`config.mk`:
```
export PLATFORM = sky130hd
export DESIGN_NAME = lsu_stq
export DESIGN_NICKNAME = d
export VERILOG_FILES = /design/src/rtl/lsu_req_pkg.sv /design/src/rtl/lsu_res_pkg.sv /design/src/rtl/lsu_stq.sv
export VERILOG_INCLUDE_DIRS = /design/src /design/src/rtl
export SDC_FILE = /design/constraint.sdc
export NUM_CORES = 1
export LEC_CHECK = 0
export BUFFER_PORTS_ARGS = -buffer_cell sky130_fd_sc_hd__buf_2
export CAP_MARGIN = 20
export CELL_PAD_IN_SITES_DETAIL_PLACEMENT = 2
export CELL_PAD_IN_SITES_GLOBAL_PLACEMENT = 2
export CORE_MARGIN = 4
export CORE_UTILIZATION = 41
export CTS_BUF_LIST = sky130_fd_sc_hd__clkbuf_2 sky130_fd_sc_hd__clkbuf_4 sky130_fd_sc_hd__clkbuf_8
export DETAILED_ROUTE_END_ITERATION = 7
export GPL_ROUTABILITY_DRIVEN = 0
export MAX_ROUTING_LAYER = met4
export PLACE_DENSITY = 0.79
export SLEW_MARGIN = 20
export SYNTH_ARGS = -nofsm -noshare
export SYNTH_HDL_FRONTEND = slang
export SYNTH_SLANG_ARGS = --single-unit
```
`constraint.sdc`:
```
create_clock -name i_clk -period 5.5 [get_ports i_clk]
set_clock_uncertainty 0.2 [all_clocks]
set_input_delay 1.1 -clock i_clk [delete_from_list [all_inputs] [get_ports i_clk]]
set_output_delay 1.1 -clock i_clk [all_outputs]
set_load 0.005 [all_outputs]
```
`src/rtl/lsu_params.svh`:
```
`ifndef LSU_PARAMS_SVH
`define LSU_PARAMS_SVH

// Data path widths
`define LSU_DATA_W 32
`define LSU_ADDR_W 8    // 256 words
`define LSU_TAG_W 4

// Store queue size, power of two
`define LSU_STQ_DEPTH 4

`endif

```
`src/rtl/lsu_req_pkg.sv`:
```
`include "lsu_params.svh"

package lsu_req_pkg;

    // ------------------------------
    // Opcode
    // ------------------------------
    typedef enum logic {
        OP_LOAD  = 1'b0,
        OP_STORE = 1'b1
    } op_e;

    // Dispatch request, 45 bits
    typedef struct packed {
        op_e                    op;
        logic [`LSU_ADDR_W-1:0] addr;
        logic [`LSU_DATA_W-1:0] data;    // Store data only
        logic [`LSU_TAG_W-1:0]  tag;
    } req_t;

endpackage

```
`src/rtl/lsu_res_pkg.sv`:
```
`include "lsu_params.svh"

package lsu_res_pkg;

    // Load response, 36 bits
    typedef struct packed {
        logic [`LSU_TAG_W-1:0]  tag;
        logic [`LSU_DATA_W-1:0] data;
    } resp_t;

    // ------------------------------
    // Store queue search
    // ------------------------------
    typedef struct packed {
        logic                   valid;
        logic [`LSU_ADDR_W-1:0] addr;
    } fwd_req_t;

    typedef struct packed {
        logic                   hit;
        logic [`LSU_DATA_W-1:0] data;    // Youngest matching store
    } fwd_res_t;

endpackage

```
`src/rtl/lsu_stq.sv`:
```
`timescale 1ns/1ps
`include "lsu_params.svh"

module lsu_stq (
    input  logic                   i_clk,
    input  logic                   i_rst_n,

    input  logic                   i_push_valid,
    input  lsu_req_pkg::req_t      i_push,
    output logic                   o_push_ready,

    input  lsu_res_pkg::fwd_req_t  i_fwd_req,
    output lsu_res_pkg::fwd_res_t  o_fwd_res,

    input  logic                   i_commit,

    output logic                   o_drain_valid,
    output logic [`LSU_ADDR_W-1:0] o_drain_addr,
    output logic [`LSU_DATA_W-1:0] o_drain_data
);

    localparam int IDX_W = $clog2(`LSU_STQ_DEPTH);

    logic [`LSU_ADDR_W-1:0] r_addr [`LSU_STQ_DEPTH];
    logic [`LSU_DATA_W-1:0] r_data [`LSU_STQ_DEPTH];

    logic [IDX_W-1:0]       r_head;     // Oldest entry
    logic [IDX_W-1:0]       r_tail;     // Next free slot
    logic [IDX_W:0]         r_count;
    logic [IDX_W:0]         r_cmt_cnt;  // Committed, not yet drained

    logic                   w_push;
    logic                   w_drain;
    logic                   w_commit;

    assign o_push_ready = r_count != (IDX_W+1)'(`LSU_STQ_DEPTH);
    assign w_push       = i_push_valid && o_push_ready;
    assign w_drain      = r_cmt_cnt != '0;
    assign w_commit     = i_commit && (r_cmt_cnt < r_count);  // Saturates

    assign o_drain_valid = w_drain;
    assign o_drain_addr  = r_addr[r_head];
    assign o_drain_data  = r_data[r_head];

    // ------------------------------
    // Youngest-match search
    // ------------------------------
    always_comb begin : search
        logic [IDX_W-1:0]       idx;
        logic                   hit;
        logic [`LSU_DATA_W-1:0] data;
        hit  = 1'b0;
        data = '0;
        idx  = '0;
        // Walk back from the tail, first hit is the youngest
        for (int k = 0; k < `LSU_STQ_DEPTH; k++) begin
            idx = r_tail - IDX_W'(k + 1);
            if (i_fwd_req.valid && !hit && ((IDX_W+1)'(k) < r_count) &&
                (r_addr[idx] == i_fwd_req.addr)) begin
                hit  = 1'b1;
                data = r_data[idx];
            end
        end
        o_fwd_res.hit  = hit;
        o_fwd_res.data = data;
    end

    // ------------------------------
    // Pointers and counts
    // ------------------------------
    always_ff @(posedge i_clk or negedge i_rst_n) begin
        if (!i_rst_n) begin
            r_head    <= '0;
            r_tail    <= '0;
            r_count   <= '0;
            r_cmt_cnt <= '0;
        end else begin
            if (w_push) begin
                r_tail <= r_tail + 1'b1;
            end
            if (w_drain) begin
                r_head <= r_head + 1'b1;
            end
            r_count   <= r_count + (IDX_W+1)'(w_push) - (IDX_W+1)'(w_drain);
            r_cmt_cnt <= r_cmt_cnt + (IDX_W+1)'(w_commit) - (IDX_W+1)'(w_drain);
        end
    end

    always_ff @(posedge i_clk) begin
        if (w_push) begin
            r_addr[r_tail] <= i_push.addr;
            r_data[r_tail] <= i_push.data;
        end
    end

endmodule

```
==> run metrics <==
die area 31900 µm²; Final Net Count 898; CTS Sinks 170; power density over the cells 563 nW/µm²; post-synthesis register bit count 170; Net Sw Power 3110 µW; initial antenna violation count 4; total grt overflow 0; Reg clk slew, reported paths 0.10 ns; maximum vdd drop 0.325 mV; Port-buffer cells 127; Mapped Nets 805; switch share 41.5%; area of the core 28700 µm²; min Tclk post-route 5.35 ns; Post-synth EDFFs 160; Cells after Synth 733; Die X 179 µm; Iteration-0 DRC Markers 782; H-tree depth 4; CTS Hold Bufs 0; Worst Hold Class input pin to asynchronous set/reset pin; P&R area growth vs syn 11.4%; mapped cell area 11900 µm²; combinational power share 60.2%; Avg Inst Size Synth 16.3 µm²; crit-path max FO 49; Initial Util 41.6%; Post-DP HPWL 24.3 mm; CTS tree done; Unique masters post-synth 44; area share of the largest cell type after synthesis 40.3%; Ports 133; vias in the first global route 9010; final-report max-slew violation count 0; FP Rows 62; reg2reg setup slack 1.90 ns; R2R cell count 5; Post-synth ARST share 5.88%; total wire length 37.6 mm; Placement Cell Area 12900 µm²; final setup vio count 0; Design Area, Final 13300 µm²; yosys warns 0; clock power share 11.4%; count leader, synth mux4_2; part of the power in registers 28.3%; Cell Int Power 4380 µW; Clock Tree Buf Depth 2; crit path launch type flop; WS Path Type flop to primary output; Remaining DRCs 0; fmax 187 MHz; setup TNS 0 ns; CP required 4.20 ns; unrepaired setup endpoints after global routing false; synth top area cells edfxtp_1 40%, mux4_2 36%, nand4_1 3.4%; Hold Violations, Final 0; vias 8383; Detail Route Antenna Nets 0; Rel. slew slack 26.1%; First-pass DRT Iterations 5; period utilization 97.2%; layout cells sized above 1 50.9%; Worst Setup End Kind primary output; critical path startpoint r_tail[1]; DR vias/cell 6.83; Inserted Clock Buffers 17; multi-input logic area 6480 µm²; chip height 179 µm; max-cap violation count 0; CTS root buf clkbuf_8; GRT Total Usage 24.4%; CP Data Arrival Time 4.05 ns; Static Leak 0.00448 µW; wire per inst 30.6 µm; Seq/Total Area, Yosys 42.4%; largest net degree at the start of global routing 57; status completed; worst reg2reg startpoint r_tail[1]; clock latency on the worst-skew pair 0.49 ns; register area 5060 µm²; first-pass GRT wire length 56.3 mm; Hold Slack 0.252 ns; Fillers 2691; dominant synthesized flop cell edfxtp_1; cell taking the most area after synthesis edfxtp_1; synth cell count leaders 191 x mux4_2, 160 x edfxtp_1, 64 x nand4_1, 40 x clkbuf_1, 36 x nor2_1; worst slew pin tran 1.11 ns
[power groups by stage]
stage	logic, µW	clock network, µW	registers, µW
2_1_floorplan	3430	0	1920
3_3_place_gp	4300	0	2060
3_5_place_dp	4520	0	2140
4_1_cts	4560	873	2110
5_1_grt	4810	922	2150
6_report	4510	855	2120
[registers in the layout, indices dropped and copies added (netlist names)]
register,cells
r_count,3
r_tail,2
r_head,2
r_cmt_cnt,3
r_data,128
r_addr,32
[kinds of logic (layout without fill, tap and decap cells)]
family,count (synthesis),count (layout),synth area share (%)
buffers and inverters,96,202,3.78
adders and majority gates,14,14,1.59
xor gates and xnor gates,40,40,2.94
muxes,238,238,40.7
and+or+nand+nor,129,129,6.06
AOI/OAI and AO/OA,46,46,2.53
other,0,4,0
DFF,170,170,42.4
[stage by stage]
step	util (%)	cells	setup slack (ns)	total power, µW
finish	46.3	1227	0.152	7480
global route	46.3	1227	0.00600	7880
CTS	46.3	1223	0.0652	7550
detailed placement	45.0	1191	0.634	6650
global placement	45.0	1191	0.794	6360
floorplan	-	733	0.196	5350
[worst max-delay path: stages (launching register included)]
cell     delay [ns]
dfrtp_4        0.42
buf_4          0.59
mux4_1         0.43
xnor2_1        0.32
and3_1         0.28
or3b_1         0.41
buf_4          0.32
nand4_1        0.17
a31oi_1        0.12
mux2_2         0.31
buf_2          0.14
[final cells by class]
cell class	count	share of cell area (%)
Clock inverter	15	0.932
Antenna cell	4	0.0753
Tap cell	384	3.61
Timing Repair Buffer	154	6.33
Multi-Input combinational cell	467	48.7
Inverter	16	0.452
Sequential cell	170	38.1
Clock buffer	17	1.76
[path summary, 6_finish.rpt]
path	end
worst max register to register	r_data[3][16]
worst min-delay path	r_count[2]
worst max-delay path	o_fwd_res[5]
min in group i_clk	r_cmt_cnt[2]
worst min register to register	r_cmt_cnt[2]
max in group asynchronous	r_tail[0]
[metal layers]
metal	part of all wire [%]	global-route usage (%)
met5	0	-
met4	2.2	8.73
met3	5.9	2.90
met2	55	43.6
met1	37	28.6
[repair_timing]
item | CTS | global route
endpoints found under the setup margin | 0 | 21
gates resized for setup | 0 | 1
hold endpoints to repair | 0 | 0
buffers inserted | 0 | 0
[layout by cell type, fill, tap and decap left out, types with 2 or more instances in the layout]
master	synthesis	final
mux4_2	191	191
edfxtp_1	160	160
buf_2	18	127
nand4_1	64	64
nor2_1	36	35
mux2_2	32	32
a31oi_1	31	31
buf_4	6	26
xnor2_1	26	25
clkbuf_8	0	17
inv_1	15	15
xor2_1	14	14
mux2i_1	11	11
ha_1	12	11
nand2_1	6	6
clkinv_2	0	6
dfrtp_1	10	6
inv_6	0	5
diode_2	0	4
and3_2	0	4
nand3_1	3	3
nor3_1	3	3
o21ai_0	3	3
a21oi_1	2	2
o2111ai_1	2	2
o22ai_1	2	2
nor4_2	2	2
mux4_1	2	2
a21boi_0	2	2
and2_1	2	2
or3_1	2	2
fa_1	2	2
dfrtp_2	0	2
dfrtp_4	0	2
No activity file was read; power rests on OpenSTA's default activity.
