$ cat config.mk
export PLATFORM = sky130hd
export DESIGN_NAME = lsu_pipe
export DESIGN_NICKNAME = d
export VERILOG_FILES = /design/src/rtl/lsu_req_pkg.sv /design/src/rtl/lsu_res_pkg.sv /design/src/rtl/lsu_pipe.sv
export VERILOG_INCLUDE_DIRS = /design/src /design/src/rtl
export SDC_FILE = /design/constraint.sdc
export NUM_CORES = 1
export LEC_CHECK = 0
export ABC_AREA = 1
export BUFFER_PORTS_ARGS = -buffer_cell sky130_fd_sc_hd__buf_2
export CORE_MARGIN = 3
export CORE_UTILIZATION = 35
export DETAILED_ROUTE_END_ITERATION = 7
export PLACE_DENSITY = 0.81
export SETUP_SLACK_MARGIN = 0.5
export SYNTH_ARGS = -nofsm -noshare
export SYNTH_HDL_FRONTEND = slang
export SYNTH_SLANG_ARGS = --single-unit
$ cat constraint.sdc
create_clock -name i_clk -period 2.8 [get_ports i_clk]
set_input_delay 0.14 -clock i_clk [delete_from_list [all_inputs] [get_ports i_clk]]
set_output_delay 0.14 -clock i_clk [all_outputs]
set_load 0.02 [all_outputs]
$ cat src/rtl/lsu_params.svh
`ifndef LSU_PARAMS_SVH
`define LSU_PARAMS_SVH

// Data path widths
`define LSU_DATA_W 32
`define LSU_ADDR_W 8    // 256 words
`define LSU_TAG_W 4

// Store queue size, power of two
`define LSU_STQ_DEPTH 4

`endif

$ cat src/rtl/lsu_req_pkg.sv
`include "lsu_params.svh"

package lsu_req_pkg;

    // ------------------------------
    // Opcode
    // ------------------------------
    typedef enum logic {
        OP_LOAD  = 1'b0,
        OP_STORE = 1'b1
    } op_e;

    // Dispatch request, 45 bits
    typedef struct packed {
        op_e                    op;
        logic [`LSU_ADDR_W-1:0] addr;
        logic [`LSU_DATA_W-1:0] data;    // Store data only
        logic [`LSU_TAG_W-1:0]  tag;
    } req_t;

endpackage

$ cat src/rtl/lsu_res_pkg.sv
`include "lsu_params.svh"

package lsu_res_pkg;

    // Load response, 36 bits
    typedef struct packed {
        logic [`LSU_TAG_W-1:0]  tag;
        logic [`LSU_DATA_W-1:0] data;
    } resp_t;

    // ------------------------------
    // Store queue search
    // ------------------------------
    typedef struct packed {
        logic                   valid;
        logic [`LSU_ADDR_W-1:0] addr;
    } fwd_req_t;

    typedef struct packed {
        logic                   hit;
        logic [`LSU_DATA_W-1:0] data;    // Youngest matching store
    } fwd_res_t;

endpackage

$ cat src/rtl/lsu_pipe.sv
`timescale 1ns/1ps
`include "lsu_params.svh"

module lsu_pipe (
    input  logic                   i_clk,
    input  logic                   i_rst_n,

    input  logic                   i_req_valid,
    input  lsu_req_pkg::req_t      i_req,
    output logic                   o_req_ready,

    output logic                   o_stq_push_valid,
    output lsu_req_pkg::req_t      o_stq_push,
    input  logic                   i_stq_push_ready,

    output lsu_res_pkg::fwd_req_t  o_fwd_req,
    input  lsu_res_pkg::fwd_res_t  i_fwd_res,

    output logic                   o_rd_en,
    output logic [`LSU_ADDR_W-1:0] o_rd_addr,
    input  logic [`LSU_DATA_W-1:0] i_rd_data,

    output logic                   o_resp_valid,
    output lsu_res_pkg::resp_t     o_resp,
    input  logic                   i_resp_ready
);

    logic                   w_is_store;
    logic                   w_ex2_free;
    logic                   w_ex1_move;
    logic                   w_ex1_open;
    logic                   w_load_take;

    logic                   r_ex1_valid;
    logic [`LSU_ADDR_W-1:0] r_ex1_addr;
    logic [`LSU_TAG_W-1:0]  r_ex1_tag;

    logic                   r_ex2_valid;
    logic [`LSU_TAG_W-1:0]  r_ex2_tag;
    logic                   r_ex2_fwd_hit;
    logic [`LSU_DATA_W-1:0] r_ex2_fwd_data;

    // ------------------------------
    // Stall and accept
    // ------------------------------
    assign w_is_store  = i_req.op == lsu_req_pkg::OP_STORE;
    assign w_ex2_free  = !r_ex2_valid || i_resp_ready;    // Empty or leaving
    assign w_ex1_move  = r_ex1_valid && w_ex2_free;
    assign w_ex1_open  = !r_ex1_valid || w_ex1_move;

    // Stores also wait on ex1 so that age order holds
    assign o_req_ready = w_ex1_open && (!w_is_store || i_stq_push_ready);
    assign w_load_take = i_req_valid && o_req_ready && !w_is_store;

    assign o_stq_push_valid = i_req_valid && w_ex1_open && w_is_store;
    assign o_stq_push       = i_req;

    // ex1 lookups
    assign o_fwd_req.valid = r_ex1_valid;
    assign o_fwd_req.addr  = r_ex1_addr;
    assign o_rd_en         = w_ex1_move;    // Read only on the move into ex2
    assign o_rd_addr       = r_ex1_addr;

    always_ff @(posedge i_clk or negedge i_rst_n) begin
        if (!i_rst_n) begin
            r_ex1_valid <= 1'b0;
            r_ex2_valid <= 1'b0;
        end else begin
            if (w_load_take) begin
                r_ex1_valid <= 1'b1;
            end else if (w_ex1_move) begin
                r_ex1_valid <= 1'b0;
            end
            if (w_ex1_move) begin
                r_ex2_valid <= 1'b1;
            end else if (i_resp_ready) begin
                r_ex2_valid <= 1'b0;
            end
        end
    end

    always_ff @(posedge i_clk) begin
        if (w_load_take) begin
            r_ex1_addr <= i_req.addr;
            r_ex1_tag  <= i_req.tag;
        end
        if (w_ex1_move) begin
            r_ex2_tag      <= r_ex1_tag;
            r_ex2_fwd_hit  <= i_fwd_res.hit;
            r_ex2_fwd_data <= i_fwd_res.data;
        end
    end

    // ------------------------------
    // ex2 response
    // ------------------------------
    assign o_resp_valid = r_ex2_valid;
    assign o_resp.tag   = r_ex2_tag;
    assign o_resp.data  = r_ex2_fwd_hit ? r_ex2_fwd_data : i_rd_data;

endmodule

==> results.yml <==
status:
  outcome: "finished clean"
drt:
  post-route-drc-count: 0
  drt-initial-drc-count: 27
  drt_pre_antenna_iters: 4
  vias: 1785
  route.final.wire_length_um: 5150
  vias_per_cell: 4.17
  post_drt_wl_per_cell_um: 12.0
  ant_nets: 0
global_routing:
  vias_in_the_first_global_route: 1739
  total_routing_resource_utilization_after_global_routing_pct: 11.7
  gr-total-overflow: 0
  antenna_violations_before_repair: 1
  pin_count_of_the_biggest_net_entering_global_routing: 45
  grt_first_pass_wirelength_um: 7830
placed_design:
  dp_hpwl_um: 4070
  post_dp_cell_area_um2: 3010
  gp_congestion: 0.695
  numPlacedInstances: 412
  io_buffers: 152
run:
  maxCapViolations: 0
power_and_ir_drop:
  worst_ir_drop_vdd_v: 0.000236
  power.density_nw_per_um2: 546
  static-leakage-power_nw: 1.57
cts:
  clk_pin_slew_worst_paths_ns: 0.09
  htree_levels: 2
  postCtsSetupBuffers: 0
  clockBufferDepth: 2
  insertion_delay_ns: 0.29
  tritoncts.num_buffers: 5
  clock_tree.root_cell: "sky130_fd_sc_hd__clkbuf_8"
  clock-sinks: 51
  cts_tree: "yes"
timing:
  finalMaxSlewViolations: 0
  rsz0062_at_grt: "no"
  period_minus_slack_ns: 1.70
  fmaxAchievable_ghz: 0.587
  timing.final.hold_violations: 0
  setup_total_negative_slack_ns: 0
  worst_skew_ns: 0.0104
  slew_headroom_pct: 40.0
  fin_crit_share_pct: 60.8
  timing_worst_slew_pin_value_ns: 0.897
  setup_violations: 0
synthesis:
  synthDistinctLibCells: 14
  synth_sequential_area_ratio_pct: 58.6
  share_of_the_synthesized_area_in_the_top_cell_type_pct: 56.6
  syn_area_per_cell_um2: 11.7
  synth-seq-cells: 51
  synth_largest_area_cell: "sky130_fd_sc_hd__edfxtp_1"
  synth_area_um2: 2600
  postSynthNetCount: 337
  synthTopCellsByArea: "sky130_fd_sc_hd__edfxtp_1, sky130_fd_sc_hd__buf_4, sky130_fd_sc_hd__o21ai_2, sky130_fd_sc_hd__inv_1, sky130_fd_sc_hd__nand2_1"
  yosys_warnings: 0
  netlist_instances: 222
die:
  pin_count: 217
  initial_utilization_pct: 37.2
  placeableCoreArea_um2: 6980
  die_x_um: 92.1
  fp.dieArea_um2: 8490
  std_cell_rows: 30
  dieHeight_um: 92.1
worst_setup_path:
  startpoint_type: "register"
  timing.setup.critical_path_class: "reg -> reg"
  rrSetupSlack_ns: 1.10
  timing.critical_path.slowest_cell_delay_ns: 0.68
  cp_cell_sequence: "nand3_1 -> nand2_1 -> nor2_1"
  worstPathRequired_ns: 2.73
  critPathArrivalTime_ns: 1.63
  slowest_cp_cell: "sky130_fd_sc_hd__nor2_1"
  end_kind: "register"
  worst-path-max-fanout: 12
final_layout:
  finalInstanceArea_um2: 3210
  layout.nets: 446
  inserted_diodes: 0
  final_layout_size_suffix_gt1_share_pct: 58.7
  area_delta_synth_final_pct: 23.4
  layout.cells.non_filler: 428
  postLayoutCoreUtil_pct: 45.9
worst_hold_path:
  hold_path.class: "in -> reg"
## where the power goes
group | internal [W] | leakage (nW) | switching, W | total [W]
Sequential | 0.000890 | 0.483 | 0.0000149 | 0.000905
Clock | 0.000289 | 0.0612 | 0.000226 | 0.000515
Combinational | 0.000126 | 1.02 | 0.000203 | 0.000329
## cell usage in the layout (no fill, tap or decap), drive strengths merged
cell type,instances
nand3,1
clkbuf,6
edfxtp,49
o21ai,34
clkinv,1
bufinv,1
nor2,2
inv,37
a21oi,1
nand2,35
dfrtp,2
dlygate4sd3,8
buf,155
## final timing paths
| check | start | to | depth (start not counted) |
|---|---|---|---|
| setup / recovery | o_resp_valid | o_rd_addr[7] | 3 |
| setup reg to reg | o_resp_valid | o_rd_addr[7] | 3 |
| hold / removal | i_fwd_res[21] | r_ex2_fwd_data[21] | 1 |
| max in group asynchronous | i_rst_n | o_resp_valid | 2 |
| hold reg to reg | r_ex1_tag[1] | r_ex2_tag[1] | 0 |
| min in group asynchronous | i_rst_n | r_ex1_valid | 2 |
## logic make-up after synthesis
family	after synthesis	share of synthesized area (%)
AOI/OAI and AO/OA	35	10.9
buffers and inverters	98	24.8
DFF	51	58.6
and+or+nand+nor	38	5.73
## layer usage
metal  vias up  wire (um)  GRT usage [%]
li1        881          -              -
met5         -         13              0
met1       778       1820           11.7
met3        10        636           4.76
met2       114       2620           21.5
met4         2         55           4.70
## sequential cells by signal, summed over array words and instances, names as in the netlist
name and count:
r_ex2_fwd_data 32, r_ex2_fwd_hit 1, r_ex2_tag 4, r_ex1_valid 1
o_rd_addr 8, o_resp_valid 1, r_ex1_tag 4
## stage by stage
| step | hold slack [ns] | worst slack [ns] | power (W) |
|---|---|---|---|
| after floorplan | -0.156 | 0.672 | 0.00121 |
| after global placement | -0.0746 | 1.14 | 0.00124 |
| after detailed placement | -0.0721 | 1.08 | 0.00125 |
| after CTS | 0.000299 | 1.03 | 0.00178 |
| after global routing | 0.0000909 | 0.945 | 0.00184 |
| final | 0.0196 | 1.10 | 0.00175 |
## synth_stat cells
master	instances
sky130_fd_sc_hd__inv_1	37
sky130_fd_sc_hd__nand2_1	33
sky130_fd_sc_hd__nor2_1	2
sky130_fd_sc_hd__dfrtp_1	2
sky130_fd_sc_hd__nand2_2	2
sky130_fd_sc_hd__buf_6	3
sky130_fd_sc_hd__nand3_1	1
sky130_fd_sc_hd__o21ai_0	5
sky130_fd_sc_hd__o21ai_2	29
sky130_fd_sc_hd__a21oi_1	1
sky130_fd_sc_hd__edfxtp_1	49
sky130_fd_sc_hd__buf_4	54
sky130_fd_sc_hd__buf_12	1
sky130_fd_sc_hd__buf_8	3
## what timing repair did
| action | in CTS | in global routing |
|---|---|---|
| resized for setup | 0 | 0 |
| endpoints found under the hold margin | 4 | 5 |
| hold buffers | 3 | 5 |
## worst max-delay path, delay by kind of cell (launching register included)
family	cells	cell delay (ns)
simple gates	3	0.90
flops	1	0.44
## cell type report
type | instances | area, um2
clock buffer | 6 | 82.6
sequential | 51 | 1520
fill | 662 | 3780
clock inverter | 2 | 35.0
timing repair buffer | 163 | 863
tap | 96 | 120
inverter | 37 | 139
multi-input combinational | 73 | 444
(Power assumes the default switching activity.)
